File: src/verilog/ncpu32k_pkg.sv
//////////////////////////////////////////////////////////////////////
// ncpu32k shared definitions
// Widths, opcode encodings, execution unit operation types and
// the reset vector of the three-stage integer core
//////////////////////////////////////////////////////////////////////

package ncpu32k_pkg;

   localparam int DW     = 32;    // Data width
   localparam int AW     = 32;    // Address width
   localparam int IW     = 32;    // Instruction width
   localparam int REG_AW = 5;     // Register address width

   localparam logic [AW-1:0] ERST_VECTOR = 32'h0000_0100;
   localparam logic [AW-1:0] INSN_BYTES  = AW'(4);   // PC step

   // Opcode field, bits 5..0 of every instruction
   typedef enum logic [5:0] {
      OP_BARR  = 6'h00,    // Barrier, executes as a no-op
      OP_AND   = 6'h01,
      OP_AND_I = 6'h02,
      OP_OR    = 6'h03,
      OP_OR_I  = 6'h04,
      OP_XOR   = 6'h05,
      OP_XOR_I = 6'h06,
      OP_LSL   = 6'h07,
      OP_LSL_I = 6'h08,
      OP_LSR   = 6'h09,
      OP_LSR_I = 6'h0a,
      OP_ASR   = 6'h0b,
      OP_ASR_I = 6'h0c,
      OP_ADD   = 6'h0d,
      OP_ADD_I = 6'h0e,
      OP_SUB   = 6'h0f,
      OP_LDWU  = 6'h10,
      OP_STW   = 6'h11,
      OP_JMP_I = 6'h12     // PC-relative jump with one delay slot
   } opcode_e;

   // Logic unit operation, one-hot
   typedef struct packed {
      logic lu_asr;
      logic lu_lsr;
      logic lu_lsl;
      logic lu_xor;
      logic lu_or;
      logic lu_and;
   } lu_op_t;

   // Adder operation, one-hot
   typedef struct packed {
      logic au_sub;
      logic au_add;
   } au_op_t;

endpackage

File: src/verilog/ncpu32k_issue_if.sv
//////////////////////////////////////////////////////////////////////
// ncpu32k issue slot
// One decoded instruction on its way from decode into execute
//////////////////////////////////////////////////////////////////////

interface ncpu32k_issue_if;
   import ncpu32k_pkg::*;

   logic [DW-1:0]     operand_1;
   logic [DW-1:0]     operand_2;    // Register or extended immediate
   logic [DW-1:0]     store_data;
   lu_op_t            lu_op;
   au_op_t            au_op;
   logic              mu_load;
   logic              mu_store;
   logic              wb_en;
   logic [REG_AW-1:0] wb_addr;

   modport dec (
      output operand_1, operand_2, store_data,
      output lu_op, au_op, mu_load, mu_store,
      output wb_en, wb_addr
   );

   modport exe (
      input operand_1, operand_2, store_data,
      input lu_op, au_op, mu_load, mu_store,
      input wb_en, wb_addr
   );

endinterface

File: src/verilog/ncpu32k_core.sv
//////////////////////////////////////////////////////////////////////
// ncpu32k core
// Three-stage in-order 32-bit integer core. Fetch, decode with the
// register file, and execute with memory access and writeback
//////////////////////////////////////////////////////////////////////

module ncpu32k_core #(
   parameter logic [ncpu32k_pkg::AW-1:0] RST_VECTOR = ncpu32k_pkg::ERST_VECTOR,
   parameter int                         NUM_REGS   = 32
) (
   input                          clk_i,
   input                          rst_n_i,
   input  [ncpu32k_pkg::DW-1:0]   d_i,              // Load data
   input  [ncpu32k_pkg::IW-1:0]   insn_i,
   input                          insn_ready_i,
   input                          dbus_rd_ready_i,  // Load data valid
   input                          dbus_we_done_i,   // Store complete
   output [ncpu32k_pkg::DW-1:0]   d_o,              // Store data
   output [ncpu32k_pkg::AW-1:0]   addr_o,
   output                         dbus_rd_o,
   output                         dbus_we_o,
   output [ncpu32k_pkg::AW-1:0]   iaddr_o,
   output                         ibus_rd_o
);
   import ncpu32k_pkg::*;

   wire [IW-1:0]     dec_insn;
   wire              exec_ready;
   wire              jmp;
   wire [AW-1:0]     jmp_offset;
   wire [REG_AW-1:0] rs1_addr;
   wire [REG_AW-1:0] rs2_addr;
   wire              rs1_re;
   wire              rs2_re;
   wire [DW-1:0]     rs1_data;
   wire [DW-1:0]     rs2_data;
   wire              rd_we;
   wire [REG_AW-1:0] rd_addr;
   wire [DW-1:0]     rd_data;

   ncpu32k_issue_if issue_bus ();

   assign ibus_rd_o = 1'b1;   // Instruction bus always reading

   ncpu32k_fetch #(.RST_VECTOR(RST_VECTOR)) fetch0 (
      .clk_i(clk_i), .rst_n_i(rst_n_i),
      .insn_i(insn_i), .insn_ready_i(insn_ready_i), .exec_ready_i(exec_ready),
      .jmp_i(jmp), .jmp_offset_i(jmp_offset),
      .iaddr_o(iaddr_o), .insn_o(dec_insn)
   );

   ncpu32k_regfile #(.NUM_REGS(NUM_REGS)) regfile0 (
      .clk_i(clk_i), .rst_n_i(rst_n_i),
      .rs1_addr_i(rs1_addr), .rs2_addr_i(rs2_addr),
      .rs1_re_i(rs1_re), .rs2_re_i(rs2_re),
      .rd_we_i(rd_we), .rd_addr_i(rd_addr), .rd_i(rd_data),
      .rs1_o(rs1_data), .rs2_o(rs2_data)
   );

   ncpu32k_decode decode0 (
      .clk_i(clk_i), .rst_n_i(rst_n_i),
      .insn_i(dec_insn), .exec_ready_i(exec_ready),
      .rs1_i(rs1_data), .rs2_i(rs2_data),
      .rs1_addr_o(rs1_addr), .rs2_addr_o(rs2_addr),
      .rs1_re_o(rs1_re), .rs2_re_o(rs2_re),
      .jmp_o(jmp), .jmp_offset_o(jmp_offset),
      .issue(issue_bus.dec)
   );

   ncpu32k_exec exec0 (
      .clk_i(clk_i), .rst_n_i(rst_n_i),
      .issue(issue_bus.exe),
      .d_i(d_i), .dbus_rd_ready_i(dbus_rd_ready_i), .dbus_we_done_i(dbus_we_done_i),
      .exec_ready_o(exec_ready),
      .rd_we_o(rd_we), .rd_addr_o(rd_addr), .rd_o(rd_data),
      .addr_o(addr_o), .d_o(d_o),
      .dbus_rd_o(dbus_rd_o), .dbus_we_o(dbus_we_o)
   );

endmodule

File: src/verilog/ncpu32k_decode.sv
//////////////////////////////////////////////////////////////////////
// ncpu32k decode stage
// Splits the instruction into fields, decodes the opcode, reads the
// register file, selects operands and loads the issue registers
//////////////////////////////////////////////////////////////////////

module ncpu32k_decode (
   input                                     clk_i,
   input                                     rst_n_i,
   input  [ncpu32k_pkg::IW-1:0]              insn_i,
   input                                     exec_ready_i,
   input  [ncpu32k_pkg::DW-1:0]              rs1_i,
   input  [ncpu32k_pkg::DW-1:0]              rs2_i,
   output logic [ncpu32k_pkg::REG_AW-1:0]    rs1_addr_o,
   output logic [ncpu32k_pkg::REG_AW-1:0]    rs2_addr_o,
   output logic                              rs1_re_o,
   output logic                              rs2_re_o,
   output logic                              jmp_o,
   output logic [ncpu32k_pkg::AW-1:0]        jmp_offset_o,
   ncpu32k_issue_if.dec                      issue
);
   import ncpu32k_pkg::*;

   ////////////////////////////////////////////////////////////////////
   // Fields and opcode decode
   ////////////////////////////////////////////////////////////////////
   wire [5:0]        f_opcode = insn_i[5:0];
   wire [REG_AW-1:0] f_rd     = insn_i[10:6];
   wire [REG_AW-1:0] f_rs1    = insn_i[15:11];
   wire [REG_AW-1:0] f_rs2    = insn_i[20:16];
   wire [15:0]       f_imm16  = insn_i[31:16];
   wire [20:0]       f_rel21  = insn_i[31:11];

   wire op_and   = (f_opcode == OP_AND);
   wire op_and_i = (f_opcode == OP_AND_I);
   wire op_or    = (f_opcode == OP_OR);
   wire op_or_i  = (f_opcode == OP_OR_I);
   wire op_xor   = (f_opcode == OP_XOR);
   wire op_xor_i = (f_opcode == OP_XOR_I);
   wire op_lsl   = (f_opcode == OP_LSL);
   wire op_lsl_i = (f_opcode == OP_LSL_I);
   wire op_lsr   = (f_opcode == OP_LSR);
   wire op_lsr_i = (f_opcode == OP_LSR_I);
   wire op_asr   = (f_opcode == OP_ASR);
   wire op_asr_i = (f_opcode == OP_ASR_I);
   wire op_add   = (f_opcode == OP_ADD);
   wire op_add_i = (f_opcode == OP_ADD_I);
   wire op_sub   = (f_opcode == OP_SUB);
   wire op_ldwu  = (f_opcode == OP_LDWU);
   wire op_stw   = (f_opcode == OP_STW);
   wire op_jmp_i = (f_opcode == OP_JMP_I);   // barr and unknown codes fall through

   lu_op_t lu_op;
   au_op_t au_op;

   assign lu_op.lu_and = op_and | op_and_i;
   assign lu_op.lu_or  = op_or | op_or_i;
   assign lu_op.lu_xor = op_xor | op_xor_i;
   assign lu_op.lu_lsl = op_lsl | op_lsl_i;
   assign lu_op.lu_lsr = op_lsr | op_lsr_i;
   assign lu_op.lu_asr = op_asr | op_asr_i;
   assign au_op.au_add = op_add | op_add_i;
   assign au_op.au_sub = op_sub;

   wire alu_sel    = (|lu_op) | (|au_op);
   wire insn_imm   = op_and_i | op_or_i | op_xor_i | op_lsl_i | op_lsr_i | op_asr_i |
                     op_add_i | op_ldwu | op_stw;
   wire imm_signed = op_xor_i | op_and_i | op_add_i | op_ldwu | op_stw;
   wire wb_en      = alu_sel | op_ldwu;

   wire [DW-1:0] imm_oper = {{(DW-16){imm_signed & f_imm16[15]}}, f_imm16};

   // Store data comes from the rd field on port 2
   assign rs1_addr_o = f_rs1;
   assign rs1_re_o   = alu_sel | op_ldwu | op_stw;
   assign rs2_addr_o = op_stw ? f_rd : f_rs2;
   assign rs2_re_o   = (alu_sel & !insn_imm) | op_stw;

   assign jmp_o        = op_jmp_i;
   assign jmp_offset_o = {{(AW-23){f_rel21[20]}}, f_rel21, 2'b00};

   ////////////////////////////////////////////////////////////////////
   // Issue registers
   ////////////////////////////////////////////////////////////////////
   always_ff @(posedge clk_i) begin
      if (!rst_n_i) begin
         issue.lu_op    <= '0;
         issue.au_op    <= '0;
         issue.mu_load  <= 1'b0;
         issue.mu_store <= 1'b0;
         issue.wb_en    <= 1'b0;
      end else if (exec_ready_i) begin
         issue.lu_op    <= lu_op;
         issue.au_op    <= au_op;
         issue.mu_load  <= op_ldwu;
         issue.mu_store <= op_stw;
         issue.wb_en    <= wb_en;
      end
   end

   always_ff @(posedge clk_i) begin
      if (exec_ready_i) begin
         issue.operand_1  <= rs1_i;
         issue.operand_2  <= insn_imm ? imm_oper : rs2_i;
         issue.store_data <= op_stw ? rs2_i : '0;
         issue.wb_addr    <= f_rd;
      end
   end

   // Execute relies on a single unit driving the result
   a_unit_onehot: assert property (@(posedge clk_i) disable iff (!rst_n_i)
      $onehot0({issue.lu_op, issue.au_op}));

endmodule

File: src/verilog/ncpu32k_exec.sv
//////////////////////////////////////////////////////////////////////
// ncpu32k execute stage
// Logic unit, adder and memory strobes. Selects the writeback value
// and stalls the pipeline while the data bus is busy
//////////////////////////////////////////////////////////////////////

module ncpu32k_exec (
   input                                  clk_i,
   input                                  rst_n_i,
   ncpu32k_issue_if.exe                   issue,
   input  [ncpu32k_pkg::DW-1:0]           d_i,
   input                                  dbus_rd_ready_i,
   input                                  dbus_we_done_i,
   output logic                           exec_ready_o,
   output logic                           rd_we_o,
   output logic [ncpu32k_pkg::REG_AW-1:0] rd_addr_o,
   output logic [ncpu32k_pkg::DW-1:0]     rd_o,
   output logic [ncpu32k_pkg::AW-1:0]     addr_o,
   output logic [ncpu32k_pkg::DW-1:0]     d_o,
   output logic                           dbus_rd_o,
   output logic                           dbus_we_o
);
   import ncpu32k_pkg::*;

   function automatic logic [DW-1:0] reverse_bits(input logic [DW-1:0] a);
      logic [DW-1:0] r;
      for (int i = 0; i < DW; i++) begin
         r[DW-1-i] = a[i];
      end
      return r;
   endfunction

   ////////////////////////////////////////////////////////////////////
   // Logic unit
   ////////////////////////////////////////////////////////////////////
   wire [DW-1:0] lu_and = issue.operand_1 & issue.operand_2;
   wire [DW-1:0] lu_or  = issue.operand_1 | issue.operand_2;
   wire [DW-1:0] lu_xor = issue.operand_1 ^ issue.operand_2;

   // Left shifts run through the right shifter on reversed bits
   wire [DW-1:0]   shift_lsw = issue.lu_op.lu_lsl ? reverse_bits(issue.operand_1)
                                                  : issue.operand_1;
   wire [DW-1:0]   shift_msw = issue.lu_op.lu_asr ? {DW{issue.operand_1[DW-1]}} : '0;
   wire [2*DW-1:0] shift_wide = {shift_msw, shift_lsw} >> issue.operand_2[4:0];
   wire [DW-1:0]   lu_shift = issue.lu_op.lu_lsl ? reverse_bits(shift_wide[DW-1:0])
                                                 : shift_wide[DW-1:0];
   wire            lu_op_shift = issue.lu_op.lu_lsl | issue.lu_op.lu_lsr | issue.lu_op.lu_asr;

   ////////////////////////////////////////////////////////////////////
   // Adder
   ////////////////////////////////////////////////////////////////////
   wire          adder_sub = issue.au_op.au_sub;
   wire [DW-1:0] adder_op2 = adder_sub ? ~issue.operand_2 : issue.operand_2;
   wire [DW-1:0] au_adder  = issue.operand_1 + adder_op2 + {{(DW-1){1'b0}}, adder_sub};
   wire          au_op_adder = issue.au_op.au_add | adder_sub;

   ////////////////////////////////////////////////////////////////////
   // Memory unit and writeback
   ////////////////////////////////////////////////////////////////////
   assign addr_o    = issue.operand_1 + issue.operand_2;   // Base plus offset
   assign d_o       = issue.store_data;
   assign dbus_rd_o = issue.mu_load;
   assign dbus_we_o = issue.mu_store;

   // Stall until the bus answers
   assign exec_ready_o = !(issue.mu_load & !dbus_rd_ready_i) &
                         !(issue.mu_store & !dbus_we_done_i);

   assign rd_o = ({DW{issue.lu_op.lu_and}} & lu_and) |
                 ({DW{issue.lu_op.lu_or}}  & lu_or) |
                 ({DW{issue.lu_op.lu_xor}} & lu_xor) |
                 ({DW{lu_op_shift}}        & lu_shift) |
                 ({DW{au_op_adder}}        & au_adder) |
                 ({DW{issue.mu_load}}      & d_i);

   assign rd_we_o   = issue.wb_en & exec_ready_o;
   assign rd_addr_o = issue.wb_addr;

   a_strobe_excl: assert property (@(posedge clk_i) disable iff (!rst_n_i)
      !(dbus_rd_o && dbus_we_o));

endmodule

File: src/verilog/ncpu32k_fetch.sv
//////////////////////////////////////////////////////////////////////
// ncpu32k fetch stage
// Program counter with sequential and PC-relative update, and the
// fetched-instruction register that feeds decode
//////////////////////////////////////////////////////////////////////

module ncpu32k_fetch #(
   parameter logic [ncpu32k_pkg::AW-1:0] RST_VECTOR = ncpu32k_pkg::ERST_VECTOR
) (
   input                              clk_i,
   input                              rst_n_i,
   input  [ncpu32k_pkg::IW-1:0]       insn_i,
   input                              insn_ready_i,
   input                              exec_ready_i,
   input                              jmp_i,          // jmp_i sitting in decode
   input  [ncpu32k_pkg::AW-1:0]       jmp_offset_i,
   output logic [ncpu32k_pkg::AW-1:0] iaddr_o,
   output logic [ncpu32k_pkg::IW-1:0] insn_o
);
   import ncpu32k_pkg::*;

   logic          fetch_acc;
   logic [AW-1:0] pc_nxt;
   logic [IW-1:0] insn_nxt;

   assign fetch_acc = exec_ready_i & insn_ready_i;

   // Jump target is relative to the delay slot address
   assign pc_nxt = iaddr_o + (jmp_i ? jmp_offset_i : INSN_BYTES);

   // Empty cycle becomes a barrier
   // A jump stays in decode until its delay slot has been fetched
   always_comb begin
      if (insn_ready_i)
         insn_nxt = insn_i;
      else if (jmp_i)
         insn_nxt = insn_o;
      else
         insn_nxt = {{(IW-6){1'b0}}, OP_BARR};
   end

   always_ff @(posedge clk_i) begin
      if (!rst_n_i) begin
         iaddr_o <= RST_VECTOR;
         insn_o  <= {{(IW-6){1'b0}}, OP_BARR};
      end else begin
         if (fetch_acc)
            iaddr_o <= pc_nxt;
         if (exec_ready_i)
            insn_o <= insn_nxt;   // Held while execute stalls
      end
   end

   // Reset vector and jump offsets keep the PC on a word boundary
   a_pc_aligned: assert property (@(posedge clk_i) disable iff (!rst_n_i)
      iaddr_o[1:0] == 2'b00);

endmodule

File: src/verilog/ncpu32k_regfile.sv
//////////////////////////////////////////////////////////////////////
// ncpu32k register file
// Two read ports and one write port. Register 0 reads zero and a
// write in the same cycle is forwarded to a matching read
//////////////////////////////////////////////////////////////////////

module ncpu32k_regfile #(
   parameter int NUM_REGS = 32
) (
   input                                  clk_i,
   input                                  rst_n_i,
   input  [ncpu32k_pkg::REG_AW-1:0]       rs1_addr_i,
   input  [ncpu32k_pkg::REG_AW-1:0]       rs2_addr_i,
   input                                  rs1_re_i,
   input                                  rs2_re_i,
   input                                  rd_we_i,
   input  [ncpu32k_pkg::REG_AW-1:0]       rd_addr_i,
   input  [ncpu32k_pkg::DW-1:0]           rd_i,
   output logic [ncpu32k_pkg::DW-1:0]     rs1_o,
   output logic [ncpu32k_pkg::DW-1:0]     rs2_o
);
   import ncpu32k_pkg::*;

   logic [DW-1:0] regs [NUM_REGS];

   // Writes to register 0 are dropped
   always_ff @(posedge clk_i) begin
      if (rst_n_i && rd_we_i && (rd_addr_i != '0))
         regs[rd_addr_i] <= rd_i;
   end

   always_comb begin
      if (!rs1_re_i || (rs1_addr_i == '0))
         rs1_o = '0;
      else if (rd_we_i && (rd_addr_i == rs1_addr_i))
         rs1_o = rd_i;              // Write-through
      else
         rs1_o = regs[rs1_addr_i];
   end

   always_comb begin
      if (!rs2_re_i || (rs2_addr_i == '0))
         rs2_o = '0;
      else if (rd_we_i && (rd_addr_i == rs2_addr_i))
         rs2_o = rd_i;              // Write-through
      else
         rs2_o = regs[rs2_addr_i];
   end

endmodule
File: config.mk
export PLATFORM = sky130hd
export DESIGN_NAME = ncpu32k_core
export DESIGN_NICKNAME = d
export VERILOG_FILES = /design/src/verilog/ncpu32k_pkg.sv /design/src/verilog/ncpu32k_issue_if.sv /design/src/verilog/ncpu32k_core.sv /design/src/verilog/ncpu32k_decode.sv /design/src/verilog/ncpu32k_exec.sv /design/src/verilog/ncpu32k_fetch.sv /design/src/verilog/ncpu32k_regfile.sv
export SDC_FILE = /design/constraint.sdc
export NUM_CORES = 2
export LEC_CHECK = 0
export BUFFER_PORTS_ARGS = -buffer_cell sky130_fd_sc_hd__buf_4
export CAP_MARGIN = 30
export CORE_ASPECT_RATIO = 1.5
export CORE_MARGIN = 1
export CORE_UTILIZATION = 45
export DETAILED_ROUTE_END_ITERATION = 10
export SYNTH_ARGS = -nofsm -noshare
export SYNTH_HDL_FRONTEND = slang
export SYNTH_SLANG_ARGS = --single-unit
File: constraint.sdc
create_clock -name clk_i -period 6.25 [get_ports clk_i]
set_input_delay 0.3125 -clock clk_i [delete_from_list [all_inputs] [get_ports clk_i]]
set_output_delay 0.3125 -clock clk_i [all_outputs]
set_load 0.05 [all_outputs]
# [Yosys cells after proc, flatten, opt, wreduce, memory -nomap -nowiden]
# Memory sizes are Yosys's and may differ from the RTL's. A register that Yosys moved wholly into a read port is not among the register bits.
# Index checks and enable logic that the tools add are counted.
# Widths: inputs -> output; s select.
[word_totals] register_bits=176 mem_bits_rw=1024 in_bits=69 out_inout_bits=99 word_cells=127 memories=1
[op_classes] add_sub_neg=4 n_eq_ne=21 n_shift=1 mux=16 bitwise=48 reduce_logical=19
[memory_table] memory="regfile0.regs" words=32 word_bits=32 read_ports=2 rd_clocked_by_memory_dff=1 write_ports=1 line_no="ncpu32k_regfile.sv:24" rtl="logic [DW-1:0] regs [NUM_REGS];"
[ops] cell="$mux 32" n=11
[ops] cell="$and 32x32->32" n=7
[ops] cell="$or 32x32->32" n=6
[ops] cell="$add 32x32->32" n=3
[ops] cell="$shr 64x5->32" n=1
[ops] cell="$eq 6x4->1 const B" n=8
[ops] cell="$add 32x1->32" n=1
[ops] cell="$not 32->32" n=1
[ops] cell="$xor 32x32->32" n=1
[ops] cell="$or 1x1->1" n=26
[ops] cell="$eq 6x3->1 const B" n=4
[ops] cell="$eq 6x5->1 const B" n=3
[ops] cell="$mux 5" n=3
[ops] cell="$eq 6x2->1 const B" n=2
[ops] cell="$eq 5x5->1" n=2
[ops] cell="$logic_not 5->1" n=2
[ops] cell="$and 1x1->1" n=7
[ops] cell="$logic_not 1->1" n=7
[ops] cell="$eq 6x1->1 const B" n=1
[ops] cell="$reduce_or 6->1" n=1
[ops] cell="$reduce_bool 5->1" n=1
[ops] cell="$logic_and 1x1->1" n=4
[ops] cell="$logic_or 1x1->1" n=2
[ops] cell="$mux 1" n=2
[ops] cell="3 further kinds" n=3

# [Depth between registers and ports, before layout]
[logic_depth] depth_word=16 mapped_depth=18 depth_no_buf=15

# [Modules after synthesis]
# Synthesis repeated with hierarchy kept, for this count alone.
[hier_totals] hier_cells=4641 hier_area_um2=65656.7
[by_module_without_submodules] mod="ncpu32k_regfile" n_inst=1 cells_each=2631 area_per_inst_um2=47993.5 seq_area_each_um2=30749.5
[by_module_without_submodules] mod="ncpu32k_exec" n_inst=1 cells_each=1196 area_per_inst_um2=8780.9 seq_area_each_um2=0.0
[by_module_without_submodules] mod="ncpu32k_decode" n_inst=1 cells_each=295 area_per_inst_um2=4621.9 seq_area_each_um2=3253.1
[by_module_without_submodules] mod="ncpu32k_fetch" n_inst=1 cells_each=517 area_per_inst_um2=4249.1 seq_area_each_um2=1281.2
[by_module_without_submodules] mod="ncpu32k_core" n_inst=1 cells_each=2 area_per_inst_um2=11.3 seq_area_each_um2=0.0

# [Least setup slack after synthesis]
# Ideal clock, no wire load.
[synth_timing] path_type="reg2reg" from="register decode0.issue.mu_load" to="register fetch0.iaddr_o[27] (netlist bit)" arrival_time_ns=4.735 required_time_ns=6.135 slack_ns=1.400 path_stages_with_launch=10 period_less_slack_ns=4.850 cell_sequence="dfxtp_1 > clkbuf_1 > nand2b_1 > nand2_1 > clkinv_1 > nand2_1 > clkbuf_1 > clkbuf_1 > o21ai_0 > and2_1"
[synth_via] elab_chain_len=4
[synth_lines] item="start: declaration" line_no="ncpu32k_issue_if.sv:21" rtl="output lu_op, au_op, mu_load, mu_store,"
[synth_lines] item="start signal: assignment" line_no="ncpu32k_decode.sv:95" rtl="issue.mu_load <= op_ldwu;"
[synth_lines] item="$and 1x1->1" line_no="ncpu32k_exec.sv:66" rtl="assign exec_ready_o = !(issue.mu_load & !dbus_rd_ready_i) &"
[synth_lines] item="$logic_not 1->1" line_no="ncpu32k_exec.sv:66"
[synth_lines] item="$and 1x1->1" line_no="ncpu32k_exec.sv:66"
[synth_lines] item="via decode0.exec_ready_i" line_no="ncpu32k_decode.sv:11" rtl="input exec_ready_i,"
[synth_lines] item="$and 1x1->1" line_no="ncpu32k_fetch.sv:26" rtl="assign fetch_acc = exec_ready_i & insn_ready_i;"
[synth_lines] item="end signal: assignment" line_no="ncpu32k_fetch.sv:48" rtl="iaddr_o <= pc_nxt;"
[synth_lines] item="end: declaration" line_no="ncpu32k_fetch.sv:17" rtl="output logic [ncpu32k_pkg::AW-1:0] iaddr_o,"
# The timed path passes the listed nets, and every way through them passes these cells.
# A chain may end at the register's enable or synchronous reset.

# [Final worst setup path]
[layout_timing] from="register decode0.issue.operand_1[8]" to="output addr_o[30] (netlist bit)"
[layout_via] elab_chain_len=1
[layout_lines] item="start: declaration" line_no="ncpu32k_issue_if.sv:20" rtl="output operand_1, operand_2, store_data,"
[layout_lines] item="start signal: assignment" line_no="ncpu32k_decode.sv:103" rtl="issue.operand_1 <= rs1_i;"
[layout_lines] item="$add 32x32->32" line_no="ncpu32k_exec.sv:60" rtl="assign addr_o = issue.operand_1 + issue.operand_2;"
[layout_lines] item="end: declaration" line_no="ncpu32k_core.sv:19" rtl="output [ncpu32k_pkg::AW-1:0] addr_o,"
# No other way between the ends.

==> results.py <==
metrics = {
    "status": {
        "status": "complete, no violations",
    },
    "floorplanning": {
        "ios": 168,
        "die_w_microns": 310,
        "die_area_sq_mm": 0.144,
        "coreArea_sq_mm": 0.141,
        "die_y_microns": 464,
        "placementRows": 169,
        "initial_utilization_pct": 45.3,
    },
    "critical_path": {
        "cpMaxStageDelayCell": "edfxtp_1",
        "critPathKind": "register to output pin",
        "path_common_cell": "o21a_1",
        "r2r_end": "regfile0.regs[24][21]",
        "path_max_fanout": 7,
        "crit_family": "compound AO/OA/AOI/OAI gates",
        "path_cells": "inv_1, ha_1, nand2_1, o21ai_0, a31oi_1, o22ai_1, a21oi_1, a2111oi_0, o21a_1, o21a_1, o41ai_1, xnor2_1, buf_4",
        "critPathRequiredTime_ns": 5.94,
        "worstPathArrival_ns": 5.59,
        "cpPeakStageDelay_ns": 1.02,
        "crit_buf_inv": 2,
        "worst_setup_path_start_kind": "register",
        "reg2reg_slack_ns": 0.98,
        "critPathCaptureType": "output pin",
        "r2r.worst_path.cells": 11,
        "r2r-start": "decode0.issue.au_op[1]",
    },
    "routing": {
        "firstDrtPassIters": 6,
        "drtIter0Drc": 5479,
        "vias": 45669,
        "post_drt_wl_per_cell_microns": 34.7,
        "antenna_left": 0,
        "remaining_drc_errors": 0,
        "viasPerCell": 6.63,
        "drt_wl_total_mm": 239,
    },
    "clocking": {
        "cts_tree": "done",
        "cts_made_buffers": 110,
        "cts_root_buffer": "clkbuf_16",
        "clkSinkCount": 1203,
        "clock_path_buffers": 3,
        "ctsResizeCount": 0,
        "htreeDepth": 3,
        "clock_latency_ns": 0.75,
        "path_clk_slew_ns": 0.06,
    },
    "synthesis": {
        "yosysUniqueCellTypes": 86,
        "ys_ff_latch": 1203,
        "syn-cell-area_sq_mm": 0.0641,
        "synth_area_per_cell_sq_um": 13.6,
        "synth_top_flop_cell": "edfxtp_1",
        "ys_seq_area_share_pct": 55.1,
        "synth_top_area_share_pct": 52.7,
        "synthTopCellsByArea": "edfxtp_1 (53%), mux4_2 (16%), nand2_1 (3.5%)",
        "synth_top_area_cell": "edfxtp_1",
        "ys_warn_count": 0,
        "synth_edf_count": 1125,
        "synth_cells": 4707,
        "async_flop_share_pct": 0,
    },
    "global_route": {
        "grt_pass1_vias": 44942,
        "grt_overflow_total": 0,
        "antenna_found_initial": 16,
        "grt_pass1_wl_mm": 334,
        "grt_usage_pct": 33.2,
        "grt_max_degree": 105,
    },
    "min_path": {
        "min_to": "decode0.issue.mu_load",
        "hold_start": "dbus_we_done_i",
        "holdPathStages": 4,
        "holdCritPathClass": "input port to register",
    },
    "timing": {
        "period_share_pct": 94.4,
        "worst-slew-pin-transition_ns": 1.14,
        "period_minus_slack_ns": 5.90,
        "setup_viol": 0,
        "setup_tns_ns": 0,
        "skew_ns": 0.0372,
        "rsz0062_at_grt": "false",
        "drv_slew": 0,
        "hold_viol_final": 0,
        "fmax_ghz": 0.169,
        "relSlewSlack_pct": 23.7,
    },
    "run": {
        "drv_cap": 0,
    },
    "placement": {
        "dp.cells": 6631,
        "hpwl_mm": 156,
        "gp_congestion": 1.03,
        "io_buffers": 164,
    },
    "final_layout": {
        "drive_gt1_share_pct": 22.2,
        "layout_commonest_cell": "edfxtp_1",
        "final_cells": 6884,
        "fill_cells": 11800,
        "synthToLayoutAreaGrowth_pct": 13.1,
        "nNetsFinal": 5104,
        "final_cell_mix": "edfxtp_1 (1125), nand2_1 (596), mux4_2 (465)",
    },
    "power_and_ir_drop": {
        "p_total_w": 0.0189,
        "ir_drop_mv": 0.216,
        "leakagePower_nw": 25.1,
        "power.density_mw_per_mm2": 260,
    },
}
[worst max-delay path by stage]
stage / from / to / slack (ns) / cells after the start
2_1_floorplan: decode0.issue.mu_load / fetch0.iaddr_o[27] / 1.40 / 9
3_3_place_gp: fetch0.insn_o[2] / decode0.issue.operand_2[27] / 1.08 / 11
3_5_place_dp: fetch0.insn_o[2] / decode0.issue.store_data[9] / 1.25 / 10
4_1_cts: decode0.issue.operand_2[0] / addr_o[30] / 0.66 / 15
5_1_grt: decode0.issue.operand_1[8] / addr_o[30] / 0.33 / 13
6_report: decode0.issue.operand_1[8] / addr_o[30] / 0.35 / 13
[cell type report]
cell class	instances	area (sq um)	share of cell area, %
clock inverter	78	845	1.16
tap	1881	2350	3.24
inverter	110	415	0.572
antenna	10	25.0	0.0345
multi-input combinational	3090	27400	37.8
timing repair buffer	387	3330	4.59
clock buffer	125	2830	3.90
sequential	1203	35400	48.7
[report_power, final]
part	leakage (nW)	total, W	switching (W)	internal, W
clock network	1.81	0.00702	0.00310	0.00392
logic	12.0	0.00273	0.00176	0.000973
registers	11.3	0.00913	0.000232	0.00890
[routing by layer]
layer / part of all wire (%) / global-route usage [%] / vias up
met5: 0.018 / 0 / -
met4: 8.8 / 24.3 / 6
met3: 8.9 / 6.26 / 782
met2: 48 / 54.4 / 2696
met1: 34 / 38.6 / 23251
li1: - / - / 18934
[registers in the layout (all words and copies together) (netlist names), named ones only]
name                      flops
regfile0.regs              1024
decode0.issue.operand_1      32
decode0.issue.operand_2      32
decode0.issue.store_data     32
fetch0.insn_o                32
fetch0.iaddr_o               30
decode0.issue.lu_op           6
decode0.issue.wb_addr         5
decode0.issue.au_op           2
decode0.issue.mu_load         1
decode0.issue.mu_store        1
decode0.issue.wb_en           1
[cells by family (layout without fill, tap and decap cells)]
family,Yosys count,count (layout),synth area share [%]
and+or+nand+nor,1361,1361,9.80
AOI/OAI and AO/OA,805,805,8.69
other,2,45,0.0117
adders and majority gates,133,133,2.63
DFF,1203,1203,55.1
buffers and inverters,447,700,3.04
xor gates and xnor gates,116,116,1.58
muxes,640,640,19.1
[cell usage after synthesis (all sizes together) (47+ instances only)]
cell / n
a211oi: 70
a21o: 54
a21oi: 143
a221oi: 54
a31oi: 47
and2: 64
and3: 50
buf: 175
clkbuf: 162
dfxtp: 78
edfxtp: 1125
ha: 130
inv: 107
mux2i: 141
mux4: 465
nand2: 598
nand3: 216
nand4: 47
nor2: 201
nor2b: 61
o21ai: 154
xnor2: 56
xor2: 60
[per-stage QoR]
stage	utilization (%)	worst slack [ns]	hold WS (ns)	instance area (sq um)
2_1_floorplan	-	1.40	0.452	64300
6_report	51.3	0.350	0.0540	72600
4_1_cts	51.2	0.663	0.00237	72500
3_5_place_dp	48.4	1.25	0.492	68500
3_3_place_gp	48.2	1.08	0.486	68200
5_1_grt	51.3	0.329	0.0856	72600
[tightest hold or removal path, stage by stage]
cell      delay (ns)
buf_4           0.07
nand2b_1        0.18
o21ai_0         0.09
a21oi_1         0.10
[what timing repair did]
action | 4_1_cts | 5_1_grt
endpoints found under the setup margin | 0 | 0
endpoints found under the hold margin | 37 | 0
setup buffers | 0 | 0
hold buffers | 33 | 0
(Power assumes the default switching activity.)
